===== src/core_pkg.sv =====
// shared widths and encodings of the core, used by scoped names from the rtl and testbench.
package core_pkg;

    localparam int XLEN    = 32;  // data path width.
    localparam int REG_AW  = 5;   // register address, also shamt width.
    localparam int OPC_W   = 6;
    localparam int FUNCT_W = 6;
    localparam int IMM_W   = 16;

    // primary opcode, bits 31:26.
    typedef enum logic [OPC_W-1:0] {
        OP_RTYPE = 6'h00,
        OP_ADDI  = 6'h08,
        OP_ORI   = 6'h0d
    } opcode_e;

    // r-type function field, bits 5:0.
    typedef enum logic [FUNCT_W-1:0] {
        FN_SLL = 6'h00,
        FN_ADD = 6'h20,
        FN_SUB = 6'h22,
        FN_AND = 6'h24,
        FN_OR  = 6'h25,
        FN_SLT = 6'h2a
    } funct_e;

    typedef enum logic [2:0] {
        ALU_ADD = 3'd0,
        ALU_SUB = 3'd1,
        ALU_AND = 3'd2,
        ALU_OR  = 3'd3,
        ALU_SLT = 3'd4,
        ALU_SLL = 3'd5
    } alu_op_e;

endpackage

===== src/hazard_unit.sv =====
`timescale 1ns/1ps
// forwarding control; picks the write-back result for execute operands on a match.
module hazard_unit (
    input  logic [core_pkg::REG_AW-1:0] ex_rs_i,
    input  logic [core_pkg::REG_AW-1:0] ex_rt_i,
    input  logic                        ex_uses_rt_i,
    input  logic [core_pkg::REG_AW-1:0] wb_rd_i,
    input  logic                        wb_wr_i,
    output logic                        fwd_a_o,
    output logic                        fwd_b_o
);

    logic wb_live;  // write-back holds a real destination.
    logic match_a;
    logic match_b;

    // r0 never forwards, it must read zero.
    assign wb_live = wb_wr_i && (wb_rd_i != '0);

    assign match_a = (ex_rs_i == wb_rd_i);
    assign match_b = (ex_rt_i == wb_rd_i);

    assign fwd_a_o = wb_live && match_a;
    // operand b holds an immediate or shamt otherwise.
    assign fwd_b_o = wb_live && match_b && ex_uses_rt_i;

endmodule


===== config.mk =====
export PLATFORM = sky130hd
export DESIGN_NAME = hazard_unit
export DESIGN_NICKNAME = d
export VERILOG_FILES = /design/src/core_pkg.sv /design/src/hazard_unit.sv
export SDC_FILE = /design/constraint.sdc
export NUM_CORES = 1
export LEC_CHECK = 0
export BUFFER_PORTS_ARGS = -buffer_cell sky130_fd_sc_hd__buf_2
export CORE_AREA = 4 4 41 43
export DETAILED_ROUTE_END_ITERATION = 12
export DIE_AREA = 0 0 45 47
export SLEW_MARGIN = 20
export SYNTH_ARGS = -nofsm -noshare
export SYNTH_HDL_FRONTEND = slang
export SYNTH_SLANG_ARGS = --single-unit

===== constraint.sdc =====
create_clock -name vclk -period 2
set_input_delay 0.5 -clock vclk [all_inputs]
set_output_delay 0.5 -clock vclk [all_outputs]
set_load 0.02 [all_outputs]

Yosys cells after proc, flatten, opt, wreduce, memory -nomap -nowiden
Cells that the tools add are included.
Widths: inputs -> output; s select.
- $add $sub $neg: 0
- $mul: 0
- divide/modulo/power cells: 0
- order comparisons: 0
- eq/ne operators: 2
- shift-type cells: 0
- muxes and demuxes: 0
- bitwise gates (word level): 0
- reductions and logical operators: 5
- operators with widths (cell ; count):
    $eq 5x5->1 ; 2
    $reduce_bool 5->1 ; 1
    $logic_and 1x1->1 ; 4
- register bits: 0
- bits in latches: 0
- bits in writable memories: 0
- memory bits (read-only): 0
- input port bits: 17
- output and inout port bits: 2
- word-level logic and storage cells: 7
- memories kept: 0

Depth between registers and ports, before layout
Gate-level depths: netlist (run 1).
- depth in word-level cells: 4
- mapped depth: 3
- gate-level depth less buffers: 3

Worst setup path before layout (run 1)
OpenSTA, ideal clock, no wires.
- path kind: input-to-output
- from: in wb_rd_i[4] (netlist name)
- to: out fwd_b_o
- arrival: 1617 ps
- data required time: 1500 ps
- slack: -117 ps
- stages: 3
- buffers on the path: 0
- cells stage by stage: xor2_1 -> nor4_1 -> nor4b_1
- longest elaborated chain between the ends: 4
- elaborated cells on any way between the ends: 5
- classes of those cells: 1 x eq/ne; 4 x reduce/logical
- RTL lines (element ; line ; RTL):
    from (decl) ; hazard_unit.sv:7 ; input logic [core_pkg::REG_AW-1:0] wb_rd_i,
    $reduce_bool 5->1 ; hazard_unit.sv:18 ; assign wb_live = wb_wr_i && (wb_rd_i != '0);
    $logic_and 1x1->1 ; hazard_unit.sv:18 ;
    $logic_and 1x1->1 * (2 in series) ; hazard_unit.sv:25 ; assign fwd_b_o = wb_live && match_b && ex_uses_rt_i;
    to (decl) ; hazard_unit.sv:10 ; output logic fwd_b_o
Every way passes the cells marked *; elsewhere a longest branch is shown, timed or not.

Worst setup path in the final report (run 1)
- from: in ex_rt_i[0] (netlist name)
- to: out fwd_b_o
- longest elaborated chain between the ends: 3
- RTL lines (element ; line ; RTL):
    from (decl) ; hazard_unit.sv:5 ; input logic [core_pkg::REG_AW-1:0] ex_rt_i,
    $eq 5x5->1 ; hazard_unit.sv:21 ; assign match_b = (ex_rt_i == wb_rd_i);
    $logic_and 1x1->1 (2 in series) ; hazard_unit.sv:25 ;
Every way passes these cells.

==> flow_summary.rst, run 1 <==
.. list-table::
   :header-rows: 1

   * - Metric
     - Value
   * - Share of cells above drive strength 1
     - 66.67%
   * - Status
     - finished clean
   * - Number of slew-limit violations in the final report
     - 0
   * - Die height
     - 47 um
   * - Highest achievable clock rate
     - 501.6 MHz
   * - Mapped Cells
     - 17
   * - Worst-margin pin slew
     - 0.2881 ns
   * - Ordered cell list for the critical path
     - buf_6, xor2_1, nor4_1, nor4b_2, buf_4
   * - Number of nets in the layout
     - 58
   * - Final routed DRC violation total
     - 0
   * - Worst stage delay on the critical path
     - 0.32 ns
   * - Instance area after placement
     - 275.3 um2
   * - Post-layout minimum cycle time
     - 1.994 ns
   * - Power density relative to cell area
     - 172.2 mW/mm2
   * - Count of nets left with antenna violations after detail routing
     - 0
   * - Hold Path Class
     - in -> out
   * - Startpoint-to-endpoint class of the critical path
     - in -> out
   * - Area of all placed cells without fillers
     - 307.8 um2
   * - Remaining global-route overflow
     - 0
   * - Final period util
     - 99.68%
   * - Post-Synthesis Mean Instance Area
     - 7.802 um2
   * - Core region area
     - 0.001301 mm2
   * - Vias in the first global route
     - 185
   * - Post-detailed-routing wire length
     - 541 um
   * - Setup crit start kind
     - input port
   * - Fillers
     - 154
   * - Cell family contributing the most delay on the critical path
     - simple AND/OR/NAND/NOR gates
   * - Critical-path top delay cell
     - sky130_fd_sc_hd__nor4_1
   * - Area Overhead vs Synth
     - 132.1%
   * - # diodes
     - 0
   * - Placer's final routability congestion estimate
     - 0.6212
   * - Number of I/O port buffers
     - 19
   * - Synthesized-area fraction occupied by and/or/nand/nor cells
     - 33.96%
   * - Overall via count from detail_route
     - 201
   * - Post-synthesis xor/xnor area fraction
     - 66.04%
   * - Worst path required time
     - 1.50 ns
   * - Final total negative setup slack
     - 0 ns
   * - Std cell rows
     - 13
   * - Count of max-cap constraint violations
     - 0
   * - Routed wire length per instance
     - 10.02 um
   * - Synthesized area
     - 132.6 um2
   * - Tightest hold margin
     - 1.387 ns
   * - Number of sequential storage elements
     - 0
   * - Endpoint kind of the worst setup timing path
     - primary output
   * - Hold Buf Count CTS
     - 0
   * - Clock Buffer Count
     - 0
   * - Mux cell area share after synthesis
     - 0%
   * - Post-CTS setup buffers
     - 0
   * - Top area cells in the synthesized netlist
     - sky130_fd_sc_hd__xor2_1, sky130_fd_sc_hd__xnor2_1, sky130_fd_sc_hd__nor4_1
   * - Critical Path Fanout Max
     - 1
   * - Final core utilization
     - 23.65%
   * - Synth top cells by count
     - sky130_fd_sc_hd__xor2_1, sky130_fd_sc_hd__xnor2_1, sky130_fd_sc_hd__nor4_1
   * - Slew headroom
     - 80.62%
   * - Global-route wire length before repair
     - 683 um
   * - Via-per-instance ratio
     - 3.722
   * - Static leakage
     - 0.1437 nW
   * - Post-Synthesis Net Count
     - 34
   * - Overall die area
     - 0.002115 mm2
   * - Cell type with the highest aggregate area in the netlist
     - sky130_fd_sc_hd__xor2_1
   * - Adder-Cell Fraction of Synth Area
     - 0%
   * - Iteration-0 DRC count of the detailed router
     - 0
   * - Number of antenna violations at the first check in global routing
     - 0
   * - Number of top-level pins
     - 19
   * - Count of cell types in the netlist
     - 8
   * - RSZ-0062 raised after global routing
     - yes
   * - Final hold viol count
     - 0
   * - Area fraction in compound gates after synthesis
     - 0%
   * - Top-count cell post-synth
     - sky130_fd_sc_hd__xor2_1
   * - Fraction of the yosys area taken by sequential cells
     - 0%
   * - GRT Overall Usage
     - 4.170%
   * - Warnings from Yosys
     - 0
   * - Power, Total
     - 0.05302 mW
   * - Yosys top cell area share
     - 46.23%
   * - Buffering stage count on the worst path with inverters included
     - 2
   * - Area of the multi-input gates
     - 153.9 um2
   * - Pin count of the biggest net entering global routing
     - 4
   * - Worst IR Drop VDD
     - 23.56 uV
   * - Finish-stage setup viols
     - 0
   * - Footprint of the flip-flops and latches
     - 0 um2
   * - DRT Pass-1 Iters
     - 1
   * - Die X-Extent
     - 45 um
   * - Initial cell density of the core
     - 10.19%
   * - Crit path arrival time
     - 1.49 ns
   * - Dominant combinational cell family by area after synthesis
     - XOR/XNOR gates
metal layers:
| metal | track usage (%) | part of all wire [%] | vias up |
|---|---|---|---|
| met5 | 0 | 0 | - |
| met4 | 0 | 0 | 0 |
| met3 | 0.3831 | 14 | 0 |
| met2 | 10.17 | 55 | 12 |
| met1 | 3.596 | 31 | 84 |
| li1 | - | - | 105 |
area by class of cell:
class / instances / area share, %
tap: 15 / 6.098
multi-input combinational: 17 / 50.00
timing repair buffer: 22 / 43.90
stage by stage:
| step | setup WS [ns] | instances |
|---|---|---|
| floorplan | 0.1387 | 17 |
| global placement | 0.01131 | 54 |
| detailed placement | -0.03797 | 54 |
| CTS | -0.0001699 | 54 |
| global route | -0.08929 | 54 |
| finish | 0.006301 | 54 |
power breakdown:
group / switching (mW) / leakage, nW / internal [mW]
clock: 0 / 0 / 0
combinational: 0.0220 / 0.144 / 0.0310
sequential: 0 / 0 / 0
kinds of logic (layout without fill, tap and decap cells):
group | Yosys count | in the layout
xor+xnor | 10 | 10
simple gates | 7 | 7
buf+inv | 0 | 22
layout by cell type (no fill, tap or decap), drive strengths merged:
master,n
xnor2,3
nor4,2
or4,1
nand2,1
buf,22
nor2,1
nor4b,1
nand4,1
xor2,7
what timing repair did:
action | 4_1_cts | 5_1_grt
setup endpoints to repair | 2 | 2
resized for setup | 3 | 4
pin swaps | 2 | 4
final timing paths:
check	start	endpoint	slack [ns]	depth (start not counted)
worst max-delay path	ex_rt_i[0]	fwd_b_o	0.006	5
worst min-delay path	wb_wr_i	fwd_a_o	1.39	4
Power figures use the tool's default switching activity.
==> inputs of run 2 (changes only) <==
clock period = 2.5 ns   (was 2 ns; I/O delays follow)
==> run 2 against run 1 <==
Against the previous run:
- core utilization decreased by 4.7 points
- routed wire length down 9.4%
- cell area is 20% lower
- critical endpoint unchanged
- clock-buffer cell count did not move
- critical path depth did not move
- total power fell by 37%
- hold slack better by 0.24 ns
- die area unchanged
- highest routed layer unchanged
- critical path type unchanged
- sequential share of layout area is the same
- cell count is 5.6% lower
- non-clock buffer count decreased by 3
==> flow_summary.rst, run 2 (synthesized netlist as in run 1, its figures left out) <==
.. list-table::
   :header-rows: 1

   * - Metric
     - Value
   * - Net switching fraction of the power
     - 44.47% (+2.9 points)
   * - Die X-Extent
     - 45 um (unchanged)
   * - Startpoint-to-endpoint class of the critical path
     - in -> out
   * - Setup crit start kind
     - input port
   * - Post-detailed-routing wire length
     - 490 um (-9.4%)
   * - Part of the power in combinational logic
     - 100.0% (about the same)
   * - Power density relative to cell area
     - 135.6 mW/mm2 (-21%)
   * - Highest achievable clock rate
     - 441.1 MHz
   * - Number of standard cells in the layout, taps in and fillers out
     - 51 (-5.6%)
   * - Initial cell density of the core
     - 10.19% (unchanged)
   * - GRT Overall Usage
     - 4.799% (+0.63 points)
   * - Critical-path top delay cell
     - sky130_fd_sc_hd__nor4_1
   * - Most frequent cells in the layout
     - sky130_fd_sc_hd__buf_2, sky130_fd_sc_hd__xor2_1, sky130_fd_sc_hd__xnor2_1
   * - Critical Path Fanout Max
     - 3 (+2)
   * - Overall die area
     - 0.002115 mm2 (unchanged)
   * - Vias in the first global route
     - 195 (+5.4%)
   * - Number of nets in the layout
     - 55 (-5.2%)
   * - Area Overhead vs Synth
     - 85.85%
   * - Endpoint kind of the worst setup timing path
     - primary output
   * - Count of max-cap constraint violations
     - 0 (unchanged)
   * - Crit path arrival time
     - 1.64 ns (+0.15 ns)
   * - # diodes
     - 0 (unchanged)
   * - Number of top-level pins
     - 19 (unchanged)
   * - Overall via count from detail_route
     - 192 (-4.5%)
   * - Cell count after placement
     - 51 (-5.6%)
   * - Worst path required time
     - 1.88 ns (+0.38 ns)
   * - DRT Pass-1 Iters
     - 1 (unchanged)
   * - Final core utilization
     - 18.94% (-4.7 points)
   * - Net load switching power
     - 0.01486 mW (-33%)
   * - Finish-stage setup viols
     - 0 (unchanged)
   * - Area of the multi-input gates
     - 132.6 um2 (-14%)
   * - Static leakage
     - 0.1214 nW (-15%)
   * - Post-layout minimum cycle time
     - 2.267 ns
   * - Final routed DRC violation total
     - 0 (unchanged)
   * - Final period util
     - 90.68%
   * - Most prevalent standard cell on the critical path
     - sky130_fd_sc_hd__buf_2
   * - Post-CTS setup buffers
     - 0 (unchanged)
   * - Count of nets left with antenna violations after detail routing
     - 0 (unchanged)
   * - Footprint of the flip-flops and latches
     - 0 um2 (unchanged)
   * - RSZ-0062 raised after global routing
     - no
   * - Power, Total
     - 0.03341 mW (-37%)
   * - Worst-margin pin slew
     - 0.2516 ns (-0.03646 ns)
   * - Number of I/O port buffers
     - 19 (unchanged)
   * - Hold Buf Count CTS
     - 0 (unchanged)
   * - Routed wire length per instance
     - 9.608 um (-4.1%)
   * - Clock share of power
     - 0% (unchanged)
   * - Core region area
     - 0.001301 mm2 (unchanged)
   * - Commonest non-fill, non-tap cell in the layout
     - sky130_fd_sc_hd__buf_2
   * - Hold Path Class
     - in -> out
   * - Post-cts repair resize count
     - 0 (-3)
   * - Final total negative setup slack
     - 0 ns (unchanged)
   * - Portion of total power attributed to sequential cells
     - 0% (unchanged)
   * - Fillers
     - 164 (+6.5%)
   * - Number of slew-limit violations in the final report
     - 0 (unchanged)
   * - Die height
     - 47 um (unchanged)
   * - Iteration-0 DRC count of the detailed router
     - 0 (unchanged)
   * - Clock Buffer Count
     - 0 (unchanged)
   * - Cell-internal power
     - 0.01855 mW (-40%)
   * - Via-per-instance ratio
     - 3.765 (+1.1%)
   * - Final hold viol count
     - 0 (unchanged)
   * - Share of cells above drive strength 1
     - 55.56% (-11 points)
   * - Pin count of the biggest net entering global routing
     - 4 (unchanged)
   * - Worst IR Drop VDD
     - 34.04 uV (+44%)
   * - Std cell rows
     - 13 (unchanged)
   * - Number of antenna violations at the first check in global routing
     - 0 (unchanged)
   * - Status
     - finished clean
   * - Worst stage delay on the critical path
     - 0.29 ns (-0.03 ns)
   * - Global-route wire length before repair
     - 786 um (+15%)
   * - Ordered cell list for the critical path
     - buf_2, xor2_1, nor4_1, nor4b_1, buf_2
   * - Number of sequential storage elements
     - 0 (unchanged)
   * - Remaining global-route overflow
     - 0 (unchanged)
   * - Placer's final routability congestion estimate
     - 0.6804 (+9.5%)
   * - Slew headroom
     - 83.07% (+2.5 points)
## run 2: cell types whose count changed in the layout (fill, tap and decap cells not counted), sizes merged
cell,previous run,this run
buf,22,19
## run 2: per-layer routing
layer  wire length, um  vias up  share of wire (%)  GRT usage (%)
met2               162       17                 33          7.345
met1               215       75                 44          6.966
met3               111        0                 23          1.533
met4                 0        0                  0              0
li1                  -      100                  -              -
met5                 0        -                  0              0
## run 2: critical path, delay by kind of cell
family                 cells  cell delay, ns
AND/OR/NAND/NOR            2            0.53
buffers and inverters      2            0.33
XOR/XNOR                   1            0.16
## run 2: metrics by stage
stage	hold WS (ns)	instance area, um2	setup slack, ns
finish	1.632	246.5	0.2330
global route	1.657	246.5	0.1061
CTS	1.636	246.5	0.2092
global placement	1.635	246.5	0.2589
floorplan	1.391	132.6	0.1333
detailed placement	1.632	246.5	0.2209
## run 2: cell type report
class	instances	share of cell area (%)
multi-input cells	17	53.81
well taps	15	7.614
repair buffers	19	38.58
## run 2: path summary, 6_finish.rpt
kind / slack (ns) / cells past startpoint / from / end
setup / recovery: 0.23 / 5 / wb_rd_i[4] / fwd_b_o
hold / removal: 1.63 / 4 / wb_wr_i / fwd_a_o
## run 2: power groups by stage
stage	combinational, mW	sequential, mW	clock, mW
after floorplan	0.0138	0	0
after global placement	0.0341	0	0
after detailed placement	0.0338	0	0
after CTS	0.0340	0	0
after global routing	0.0374	0	0
final	0.0334	0	0
==> inputs of run 3 (changes only) <==
PLACE_DENSITY_LB_ADDON = 0.12   (was unset)
==> run 3 against run 2 <==
Against the previous run:
- worst setup slack worse by 0.0088 ns
- cell area is the same
- hold slack worse by 0.012 ns
- non-clock buffer count unchanged
- cell count unchanged
- critical endpoint unchanged
- largest power group unchanged
==> flow_summary.rst, run 3 (synthesized netlist as in run 1, its figures left out) <==
.. list-table::
   :header-rows: 1

   * - Metric
     - Value
   * - Finish-stage setup viols
     - 0 (unchanged)
   * - Setup crit start kind
     - input port
   * - Footprint of the flip-flops and latches
     - 0 um2 (unchanged)
   * - Iteration-0 DRC count of the detailed router
     - 0 (unchanged)
   * - Post-cts repair resize count
     - 0 (unchanged)
   * - Tightest hold margin
     - 1.620 ns (-0.01171 ns)
   * - Worst slack, placed
     - 0.1728 ns (-0.04806 ns)
   * - Area Overhead vs Synth
     - 85.85% (unchanged)
   * - # diodes
     - 0 (unchanged)
   * - Final routed DRC violation total
     - 0 (unchanged)
   * - Post-detailed-routing wire length
     - 524 um (+6.9%)
   * - Count of max-cap constraint violations
     - 0 (unchanged)
   * - Core region area
     - 0.001301 mm2 (unchanged)
   * - Count of nets left with antenna violations after detail routing
     - 0 (unchanged)
   * - Vias in the first global route
     - 214 (+9.7%)
   * - Number of nets in the layout
     - 55 (unchanged)
   * - Worst-margin pin slew
     - 0.2469 ns (-0.004740 ns)
   * - Slew headroom
     - 83.31% (+0.24 points)
   * - Final period util
     - 91.03% (+0.35 points)
   * - Number of standard cells in the layout, taps in and fillers out
     - 51 (unchanged)
   * - Count of cells along the worst hold path
     - 4 (unchanged)
   * - Startpoint-to-endpoint class of the critical path
     - in -> out
   * - Via-per-instance ratio
     - 3.804 (+1.0%)
   * - Worst path required time
     - 1.88 ns (about the same)
   * - RSZ-0062 raised after global routing
     - no
   * - Final core utilization
     - 18.94% (unchanged)
   * - Final hold viol count
     - 0 (unchanged)
   * - Most frequent cells in the layout
     - sky130_fd_sc_hd__buf_2, sky130_fd_sc_hd__xor2_1, sky130_fd_sc_hd__xnor2_1
   * - Startpoint of the worst hold path
     - wb_wr_i
   * - Fillers
     - 156 (-4.9%)
   * - Overall via count from detail_route
     - 194 (+1.0%)
   * - Commonest non-fill, non-tap cell in the layout
     - sky130_fd_sc_hd__buf_2
   * - Overall die area
     - 0.002115 mm2 (unchanged)
   * - Post-layout worst setup margin
     - 0.2243 ns (-0.008762 ns)
   * - Area of the multi-input gates
     - 132.6 um2 (unchanged)
   * - Placer's final routability congestion estimate
     - 0.7272 (+6.9%)
   * - Remaining global-route overflow
     - 0 (unchanged)
   * - Power density relative to cell area
     - 135.4 mW/mm2 (about the same)
   * - Status
     - finished clean
   * - Endpoint with the worst hold slack
     - fwd_a_o
   * - Endpoint kind of the worst setup timing path
     - primary output
   * - DRT Pass-1 Iters
     - 1 (unchanged)
   * - Die X-Extent
     - 45 um (unchanged)
   * - Die height
     - 47 um (unchanged)
   * - Share of cells above drive strength 1
     - 55.56% (unchanged)
   * - Critical Path Fanout Max
     - 3 (unchanged)
   * - Post-CTS setup buffers
     - 0 (unchanged)
   * - Number of top-level pins
     - 19 (unchanged)
   * - Hold Path Class
     - in -> out
   * - Number of I/O port buffers
     - 19 (unchanged)
   * - Post-layout minimum cycle time
     - 2.276 ns (+0.008762 ns)
   * - Clock Buffer Count
     - 0 (unchanged)
   * - Number of sequential storage elements
     - 0 (unchanged)
   * - Worst IR Drop VDD
     - 27.10 uV (-20%)
   * - Final total negative setup slack
     - 0 ns (unchanged)
   * - Routed wire length per instance
     - 10.27 um (+6.9%)
   * - GRT Overall Usage
     - 4.799% (unchanged)
   * - Global-route wire length before repair
     - 793 um (+0.89%)
   * - Crit path launch
     - wb_rd_i[0]
   * - Initial cell density of the core
     - 10.19% (unchanged)
   * - Std cell rows
     - 13 (unchanged)
   * - Number of antenna violations at the first check in global routing
     - 0 (unchanged)
   * - Number of slew-limit violations in the final report
     - 0 (unchanged)
   * - Cell count after placement
     - 51 (unchanged)
   * - Post-DP HPWL
     - 489 um
   * - Pin count of the biggest net entering global routing
     - 4 (unchanged)
   * - Crit path arrival time
     - 1.65 ns (about the same)
   * - Static leakage
     - 0.1214 nW (unchanged)
   * - Hold Buf Count CTS
     - 0 (unchanged)
   * - Highest achievable clock rate
     - 439.4 MHz (-0.39%)
-- run 3: cell counts in the layout (fill, tap and decap cells not counted) --
No cell type changed its count.
-- run 3: cell type report --
cell class,count,share of cell area (%)
Multi-Input combinational cell,17,53.81
Timing Repair Buffer,19,38.58
Tap cell,15,7.614
-- run 3: worst max-delay path: stages --
cell	delay, ns
sky130_fd_sc_hd__buf_2	0.13
sky130_fd_sc_hd__xor2_1	0.16
sky130_fd_sc_hd__nor4_1	0.25
sky130_fd_sc_hd__nor4b_1	0.26
sky130_fd_sc_hd__buf_2	0.22
-- run 3: report_power, final --
group | switching [mW] | leakage (nW) | internal (mW) | total, mW
Clock | 0 | 0 | 0 | 0
Combinational | 0.0148 | 0.121 | 0.0185 | 0.0334
Sequential | 0 | 0 | 0 | 0
-- run 3: routing by layer --
layer	up-vias	track usage, %	wire length, um
met4	0	0	0
met2	8	10.73	283
met3	0	0	51
met5	-	0	0
li1	100	-	-
met1	86	5.169	189
-- run 3: worst max path at each step --
stage	to	slack [ns]	cells past startpoint
floorplan	fwd_b_o	0.13	3
global placement	fwd_b_o	0.20	5
detailed placement	fwd_b_o	0.17	5
CTS	fwd_b_o	0.17	5
global route	fwd_b_o	0.04	5
finish	fwd_b_o	0.22	5
-- run 3: stage by stage --
stage	area [um2]	total power, mW
after detailed placement	246.5	0.03402
after global placement	246.5	0.03358
after floorplan	132.6	0.01383
final	246.5	0.03339
after global routing	246.5	0.03666
after CTS	246.5	0.03427
